### config.mk
export PLATFORM = sky130hd
export DESIGN_NAME = cpuTop
export DESIGN_NICKNAME = d
export VERILOG_FILES = /design/src/common/mipsPkg.sv /design/src/common/ctrlIf.sv /design/src/cpuTop.sv /design/src/fetchUnit.sv /design/src/controlDecoder.sv /design/src/execute/executeUnit.sv /design/src/execute/dataMemory.sv /design/src/execute/alu.sv /design/src/execute/regFile.sv
export SDC_FILE = /design/constraint.sdc
export NUM_CORES = 2
export LEC_CHECK = 0
export BUFFER_PORTS_ARGS = -buffer_cell sky130_fd_sc_hd__buf_2
export CORE_MARGIN = 8
export CORE_UTILIZATION = 40
export DETAILED_ROUTE_END_ITERATION = 12
export PLACE_DENSITY = 0.54
export RECOVER_POWER = 50
export SLEW_MARGIN = 20
export SYNTH_ARGS = -nofsm -noshare
export SYNTH_HDL_FRONTEND = slang
export SYNTH_SLANG_ARGS = --single-unit
### constraint.sdc
create_clock -name Clk -period 43.2 [get_ports Clk]
set_clock_uncertainty 0.15 [all_clocks]
set_input_delay 10.8 -clock Clk [delete_from_list [all_inputs] [get_ports Clk]]
set_output_delay 10.8 -clock Clk [all_outputs]
set_load 0.01 [all_outputs]
### src/common/mipsPkg.sv
package mipsPkg;

    localparam int dataWidth     = 32;
    localparam int regAddrWidth  = 5;
    localparam int regCount      = 32;
    localparam int memWords      = 64;
    localparam int memIndexWidth = 6;
    localparam int aluOpWidth    = 4;

    localparam logic [regAddrWidth-1:0] linkReg = 5'd31;  // jal writes the return address here

    // Primary opcodes
    localparam logic [5:0] opRType = 6'b000000;
    localparam logic [5:0] opLw    = 6'b100011;
    localparam logic [5:0] opSw    = 6'b101011;
    localparam logic [5:0] opBeq   = 6'b000100;
    localparam logic [5:0] opAddi  = 6'b001000;
    localparam logic [5:0] opJal   = 6'b000011;

    // Funct field of the R-type group
    localparam logic [5:0] fnAdd = 6'b100000;
    localparam logic [5:0] fnSub = 6'b100010;
    localparam logic [5:0] fnAnd = 6'b100100;
    localparam logic [5:0] fnOr  = 6'b100101;
    localparam logic [5:0] fnXor = 6'b100110;
    localparam logic [5:0] fnSll = 6'b000000;
    localparam logic [5:0] fnSrl = 6'b000010;
    localparam logic [5:0] fnMul = 6'b011000;
    localparam logic [5:0] fnJr  = 6'b001000;

    // ALU operation select
    localparam logic [aluOpWidth-1:0] aluAdd = 4'd0;
    localparam logic [aluOpWidth-1:0] aluSub = 4'd1;
    localparam logic [aluOpWidth-1:0] aluAnd = 4'd2;
    localparam logic [aluOpWidth-1:0] aluOr  = 4'd3;
    localparam logic [aluOpWidth-1:0] aluXor = 4'd4;
    localparam logic [aluOpWidth-1:0] aluSll = 4'd5;
    localparam logic [aluOpWidth-1:0] aluSrl = 4'd6;
    localparam logic [aluOpWidth-1:0] aluMul = 4'd7;

    // One instruction word, three field layouts
    typedef union packed {
        struct packed {
            logic [5:0]              opcode;
            logic [regAddrWidth-1:0] rs;
            logic [regAddrWidth-1:0] rt;
            logic [regAddrWidth-1:0] rd;
            logic [4:0]              shamt;
            logic [5:0]              funct;
        } r;
        struct packed {
            logic [5:0]              opcode;
            logic [regAddrWidth-1:0] rs;
            logic [regAddrWidth-1:0] rt;
            logic [15:0]             imm;
        } i;
        struct packed {
            logic [5:0]  opcode;
            logic [25:0] target;
        } j;
    } instrWord;

endpackage
### src/common/ctrlIf.sv
`timescale 1ns/1ps

interface ctrlIf import mipsPkg::*; ();

    logic                  regWrite;
    logic                  regDst;    // 1 selects rd, 0 selects rt
    logic                  aluSrc;    // 1 selects the immediate
    logic                  memToReg;
    logic                  memWrite;
    logic                  branch;
    logic                  jump;      // jal
    logic                  jumpReg;   // jr
    logic [aluOpWidth-1:0] aluOp;

    modport decoder (output regWrite, regDst, aluSrc, memToReg, memWrite,
                     branch, jump, jumpReg, aluOp);
    modport fetch (input branch, jump, jumpReg);
    modport execute (input regWrite, regDst, aluSrc, memToReg, memWrite, jump, aluOp);

endinterface

### src/cpuTop.sv
`timescale 1ns/1ps

module cpuTop import mipsPkg::*; (
    input  logic                 Clk,
    input  logic                 reset,
    input  logic                 enable,
    input  logic [dataWidth-1:0] instr,
    output logic [dataWidth-1:0] pcAddr,
    output logic                 memWe,
    output logic [dataWidth-1:0] memAddr,
    output logic [dataWidth-1:0] memWdata
);

    instrWord             instrU;     // Same word, viewed by field
    logic [dataWidth-1:0] pc;
    logic [dataWidth-1:0] pcPlus4;
    logic                 aluZero;
    logic [dataWidth-1:0] rsValue;
    logic                 dmemWe;
    logic [dataWidth-1:0] dmemAddr;
    logic [dataWidth-1:0] dmemWdata;
    logic [dataWidth-1:0] dmemRdata;

    assign instrU = instr;

    ctrlIf ctrl ();

    controlDecoder decoder (
        .instr (instrU),
        .enable(enable),
        .reset (reset),
        .ctrl  (ctrl.decoder)
    );

    fetchUnit fetch (
        .Clk    (Clk),
        .reset  (reset),
        .enable (enable),
        .instr  (instrU),
        .ctrl   (ctrl.fetch),
        .aluZero(aluZero),
        .rsValue(rsValue),
        .pc     (pc),
        .pcPlus4(pcPlus4)
    );

    executeUnit execute (
        .Clk     (Clk),
        .instr   (instrU),
        .ctrl    (ctrl.execute),
        .pcPlus4 (pcPlus4),
        .memRdata(dmemRdata),
        .aluZero (aluZero),
        .rsValue (rsValue),
        .memWe   (dmemWe),
        .memAddr (dmemAddr),
        .memWdata(dmemWdata)
    );

    dataMemory dmem (
        .Clk      (Clk),
        .writeEn  (dmemWe),
        .addr     (dmemAddr),
        .writeData(dmemWdata),
        .readData (dmemRdata)
    );

    assign pcAddr   = pc;
    assign memWe    = dmemWe;
    assign memAddr  = dmemAddr;
    assign memWdata = dmemWdata;

endmodule

### src/fetchUnit.sv
`timescale 1ns/1ps

module fetchUnit import mipsPkg::*; (
    input  logic                 Clk,
    input  logic                 reset,
    input  logic                 enable,
    input  instrWord             instr,
    ctrlIf.fetch                 ctrl,
    input  logic                 aluZero,
    input  logic [dataWidth-1:0] rsValue,
    output logic [dataWidth-1:0] pc,
    output logic [dataWidth-1:0] pcPlus4
);

    logic [dataWidth-1:0] branchOffset;
    logic [dataWidth-1:0] branchTarget;
    logic [dataWidth-1:0] jalTarget;
    logic [dataWidth-1:0] nextPc;

    assign pcPlus4 = pc + 32'd4;

    // Word offset, sign extended and scaled to bytes
    assign branchOffset = {{14{instr.i.imm[15]}}, instr.i.imm, 2'b00};
    assign branchTarget = pcPlus4 + branchOffset;
    assign jalTarget    = {pcPlus4[31:28], instr.j.target, 2'b00};  // Stays in the current region

    always_comb begin
        if (ctrl.jumpReg) begin
            nextPc = rsValue;
        end else if (ctrl.jump) begin
            nextPc = jalTarget;
        end else if (ctrl.branch && aluZero) begin
            nextPc = branchTarget;
        end else begin
            nextPc = pcPlus4;
        end
    end

    always_ff @(posedge Clk) begin
        if (reset) begin
            pc <= '0;
        end else if (enable) begin  // Low enable stalls the core
            pc <= nextPc;
        end
    end

endmodule

### src/controlDecoder.sv
`timescale 1ns/1ps

module controlDecoder import mipsPkg::*; (
    input  instrWord instr,
    input  logic     enable,
    input  logic     reset,
    ctrlIf.decoder   ctrl
);

    logic regWriteRaw;
    logic memWriteRaw;

    always_comb begin
        // Defaults describe a no-write operation
        regWriteRaw   = 1'b0;
        memWriteRaw   = 1'b0;
        ctrl.regDst   = 1'b0;
        ctrl.aluSrc   = 1'b0;
        ctrl.memToReg = 1'b0;
        ctrl.branch   = 1'b0;
        ctrl.jump     = 1'b0;
        ctrl.jumpReg  = 1'b0;
        ctrl.aluOp    = aluAdd;

        case (instr.r.opcode)
            opRType: begin
                ctrl.regDst = 1'b1;
                regWriteRaw = 1'b1;
                case (instr.r.funct)
                    fnAdd: ctrl.aluOp = aluAdd;
                    fnSub: ctrl.aluOp = aluSub;
                    fnAnd: ctrl.aluOp = aluAnd;
                    fnOr:  ctrl.aluOp = aluOr;
                    fnXor: ctrl.aluOp = aluXor;
                    fnSll: ctrl.aluOp = aluSll;
                    fnSrl: ctrl.aluOp = aluSrl;
                    fnMul: ctrl.aluOp = aluMul;
                    fnJr: begin
                        regWriteRaw  = 1'b0;
                        ctrl.jumpReg = 1'b1;
                    end
                    default: regWriteRaw = 1'b0;  // Unknown funct does nothing
                endcase
            end
            opLw: begin
                regWriteRaw   = 1'b1;
                ctrl.aluSrc   = 1'b1;
                ctrl.memToReg = 1'b1;
            end
            opSw: begin
                memWriteRaw = 1'b1;
                ctrl.aluSrc = 1'b1;
            end
            opBeq: begin
                ctrl.branch = 1'b1;
                ctrl.aluOp  = aluSub;  // Equal operands give a zero result
            end
            opAddi: begin
                regWriteRaw = 1'b1;
                ctrl.aluSrc = 1'b1;
            end
            opJal: begin
                regWriteRaw = 1'b1;
                ctrl.jump   = 1'b1;
            end
            default: ;
        endcase
    end

    // Stall or reset suppresses every state change outside the PC
    assign ctrl.regWrite = regWriteRaw && enable && !reset;
    assign ctrl.memWrite = memWriteRaw && enable && !reset;

endmodule

### src/execute/executeUnit.sv
`timescale 1ns/1ps

module executeUnit import mipsPkg::*; (
    input  logic                 Clk,
    input  instrWord             instr,
    ctrlIf.execute               ctrl,
    input  logic [dataWidth-1:0] pcPlus4,
    input  logic [dataWidth-1:0] memRdata,
    output logic                 aluZero,
    output logic [dataWidth-1:0] rsValue,
    output logic                 memWe,
    output logic [dataWidth-1:0] memAddr,
    output logic [dataWidth-1:0] memWdata
);

    logic [dataWidth-1:0]    rtValue;
    logic [dataWidth-1:0]    immExt;
    logic [dataWidth-1:0]    aluB;
    logic [dataWidth-1:0]    aluResult;
    logic [dataWidth-1:0]    writeBack;
    logic [regAddrWidth-1:0] destReg;

    assign immExt = {{16{instr.i.imm[15]}}, instr.i.imm};
    assign aluB   = ctrl.aluSrc ? immExt : rtValue;

    assign destReg   = ctrl.jump ? linkReg : (ctrl.regDst ? instr.r.rd : instr.r.rt);
    assign writeBack = ctrl.jump ? pcPlus4 : (ctrl.memToReg ? memRdata : aluResult);

    regFile regs (
        .Clk      (Clk),
        .readAddrA(instr.r.rs),
        .readAddrB(instr.r.rt),
        .writeAddr(destReg),
        .writeEn  (ctrl.regWrite),
        .writeData(writeBack),
        .readDataA(rsValue),
        .readDataB(rtValue)
    );

    alu aluInst (
        .aluOp (ctrl.aluOp),
        .a     (rsValue),
        .b     (aluB),
        .result(aluResult),
        .zero  (aluZero)
    );

    assign memWe    = ctrl.memWrite;
    assign memAddr  = aluResult;  // Base plus offset
    assign memWdata = rtValue;

endmodule

### src/execute/dataMemory.sv
`timescale 1ns/1ps

module dataMemory import mipsPkg::*; (
    input  logic                 Clk,
    input  logic                 writeEn,
    input  logic [dataWidth-1:0] addr,
    input  logic [dataWidth-1:0] writeData,
    output logic [dataWidth-1:0] readData
);

    logic [dataWidth-1:0]     mem [memWords];
    logic [memIndexWidth-1:0] index;

    assign index = addr[memIndexWidth+1:2];  // Word address from byte address

    always_ff @(posedge Clk) begin
        if (writeEn) begin
            mem[index] <= writeData;
        end
    end

    assign readData = mem[index];

endmodule

### src/execute/alu.sv
`timescale 1ns/1ps

module alu import mipsPkg::*; (
    input  logic [aluOpWidth-1:0] aluOp,
    input  logic [dataWidth-1:0]  a,
    input  logic [dataWidth-1:0]  b,
    output logic [dataWidth-1:0]  result,
    output logic                  zero
);

    always_comb begin
        case (aluOp)
            aluAdd:  result = a + b;
            aluSub:  result = a - b;
            aluAnd:  result = a & b;
            aluOr:   result = a | b;
            aluXor:  result = a ^ b;
            aluSll:  result = a << b[4:0];  // Amount from the rt value
            aluSrl:  result = a >> b[4:0];
            aluMul:  result = a * b;        // Low word of the product
            default: result = '0;
        endcase
    end

    assign zero = (result == '0);

endmodule

### src/execute/regFile.sv
`timescale 1ns/1ps

module regFile import mipsPkg::*; (
    input  logic                    Clk,
    input  logic [regAddrWidth-1:0] readAddrA,
    input  logic [regAddrWidth-1:0] readAddrB,
    input  logic [regAddrWidth-1:0] writeAddr,
    input  logic                    writeEn,
    input  logic [dataWidth-1:0]    writeData,
    output logic [dataWidth-1:0]    readDataA,
    output logic [dataWidth-1:0]    readDataB
);

    logic [dataWidth-1:0] regs [regCount];

    always_ff @(posedge Clk) begin
        if (writeEn && (writeAddr != '0)) begin  // Register 0 is not writable
            regs[writeAddr] <= writeData;
        end
    end

    // Entry 0 is never written, so force it
    assign readDataA = (readAddrA == '0) ? '0 : regs[readAddrA];
    assign readDataB = (readAddrB == '0) ? '0 : regs[readAddrB];

endmodule

==> impl_metrics.json <==
{
  "setup_ws_ps": 5130,
  "ys_warn_count": 0,
  "synth_cells": 11391,
  "violations": "max-capacitance violations, max-slew violations",
  "seq_area_frac_synth_pct": 60.4,
  "grt_pass1_vias": 106921,
  "synth_edf_count": 3072,
  "cts_hold_buf": 0,
  "setup_viol": 0,
  "wl_um": 682000,
  "fin_cells": 17020,
  "synthAdderAreaFrac_pct": 7.37,
  "hold_ws_ps": 378,
  "crit_type": "in2out",
  "core_area_um2": 383000,
  "post_cts_buffers": 0,
  "synth-async-reset-ratio_pct": 0,
  "grt.total_usage_pct": 32.5,
  "synth_compound_area_share_pct": 10.5,
  "maxCapViolCount": 104,
  "syn_area_per_cell_um2": 13.5,
  "synth.mux.area_fraction_pct": 9.15,
  "grt_max_degree": 97,
  "io_buffer_count": 131,
  "wl_per_cell_um": 40.1,
  "clkLatencyLatePin_ps": 990,
  "dp.cells": 16384,
  "fill_cells": 33890,
  "status": "finished, violations left",
  "die_h_um": 636,
  "slew_violations": 3302,
  "rows": 227,
  "rr_worst_depth": 42,
  "critPathLaunchType": "primary input",
  "grt_pass1_wl_um": 921000,
  "required_ps": 32250,
  "ctsResizeCount": 0,
  "synth-xor-area-share_pct": 1.04,
  "rsz0062_at_grt": "false",
  "cp-end-kind": "primary output",
  "cts-buffers-inserted": 341,
  "worst_slew_pin_slew_ps": 5050,
  "place_ws_ps": 8570,
  "syn_to_final_growth_pct": 13.0,
  "fin_nets": 12387,
  "cts_tree": "yes",
  "firstDrtPassIters": 6,
  "grt_overflow_total": 0,
  "holdPathStages": 2,
  "avgViaCountPerCell": 6.56,
  "synth_flop_cell": "edfxtp_1",
  "clk_path_buf_depth": 4,
  "ys_ff_latch": 3104,
  "hold_path.class": "reg2reg",
  "max_stage_delay_ps": 3470,
  "start_util_pct": 40.2,
  "cp_data_arrival_time_ps": 27120,
  "max_slew_margin_pct": -236,
  "slowest_stage": "clkbuf_1",
  "netlist_area_um2": 154000,
  "htreeDepth": 5,
  "synth_top_family_by_area": "compound AO/OA/AOI/OAI gates",
  "timing.final.crit_share_pct": 88.1,
  "drt-initial-drc-count": 16247,
  "drive_above_1_share_pct": 14.6,
  "gp_congestion": 1.02,
  "die_w_um": 636,
  "synth-simple-area-share_pct": 8.06,
  "ys_types": 107,
  "regArea_um2": 92900,
  "path_clk_slew_ps": 60,
  "fin_crit_ps": 38070,
  "ant_nets": 0,
  "design.die.area_um2": 405000,
  "crit_top_cell": "fa_1",
  "cp_max_fo": 96,
  "vias": 111601,
  "post-route-drc-count": 0,
  "root_buffer": "clkbuf_16",
  "fmax_mhz": 26.3,
  "antenna_found_initial": 73,
  "setup_tns_ps": 0,
  "io_pins": 132,
  "dp_hpwl_um": 440000,
  "finalHoldViolCount": 0,
  "multi_input_area_um2": 57300,
  "clock_sinks": 3104
}
worst max-delay path, delay by kind of cell:
kind | cells | cell delay, ps
adders and majority gates | 9 | 3910
and+or+nand+nor | 11 | 2370
buffers and inverters | 10 | 6470
AOI/OAI and AO/OA | 7 | 3120
xor gates and xnor gates | 1 | 210
through the flow:
| stage | cell area [um2] | utilization, % |
|---|---|---|
| final | 174000 | 45.5 |
| after global routing | 174000 | 45.4 |
| after CTS | 174000 | 45.6 |
| after detailed placement | 164000 | 42.8 |
| after global placement | 164000 | 42.8 |
| after floorplan | 154000 | - |
synthesized netlist by cell type (all sizes together), types with 47 or more instances:
cell       n  area, um2
a221oi   188       1670
mux2i    432       4320
nand4     54        338
o22ai    120        751
a222oi    47        470
clkbuf   473       1780
and3      68        425
fa       410       8210
ha       250       3130
buf      282       1520
mux2      91       1020
a22oi    225       1690
a211oi   150       1140
edfxtp  3072      92200
mux4     388       8740
nand2   1457       5470
o221ai    86        753
a21oi    610       3050
nor3     128        641
a22o      83        727
xnor2    129       1130
nor2     710       2670
a31oi    131        835
o211ai    63        483
o21ai    259       1300
a311oi    49        429
nand3    227       1140
inv      534       2000
final cells by class:
| class | instances | share of cell area, % |
|---|---|---|
| Clock inverter | 171 | 1.01 |
| Tap cell | 5038 | 3.62 |
| Inverter | 554 | 1.21 |
| Sequential cell | 3104 | 53.4 |
| Timing Repair Buffer | 682 | 2.62 |
| Multi-Input combinational cell | 7009 | 33.0 |
| Antenna cell | 31 | 0.0446 |
| Clock buffer | 431 | 5.13 |
final timing paths:
path                                        from  slack [ps]                   endpoint
min                     fetch.pc[7]$_SDFFE_PP0P_         380   fetch.pc[7]$_SDFFE_PP0P_
max                                    instr[16]        5130                memAddr[31]
min reg2reg             fetch.pc[7]$_SDFFE_PP0P_         380   fetch.pc[7]$_SDFFE_PP0P_
max reg2reg  execute.regs.regs[25][10]$_DFFE_PP_       28510  fetch.pc[22]$_SDFFE_PP0P_
cell usage in the layout (no fill, tap or decap), types with 250 or more instances in the layout:
master	synthesis	final
nor2_1	709	598
mux2i_1	432	428
clkbuf_16	0	343
a21oi_1	610	595
fa_1	410	410
edfxtp_1	3072	3072
ha_1	250	250
nand2_1	1457	1452
inv_1	517	513
mux4_2	388	388
buf_4	35	444
per-layer routing:
metal	global-route usage, %	share of wire (%)
met1	41.7	37
met5	0	0.035
met3	8.10	12
met4	20.7	8.1
met2	49.5	44
state kept, by name (all words and copies together), names as in the netlist:
name / count
execute.regs.regs: 1024
dmem.mem: 2048
fetch.pc: 32
cells by family after synthesis:
logic type | after synthesis
AND/OR/NAND/NOR | 2892
flip-flops | 3104
multiplexers | 911
buffers and inverters | 1309
other | 1
XOR/XNOR | 176
AO/OA/AOI/OAI | 2338
adder cells (fa/ha/maj) | 660
Power is left out: the tool's default activity adds up to more than one toggle a clock period on the data nets, which glitch-free logic cannot reach.
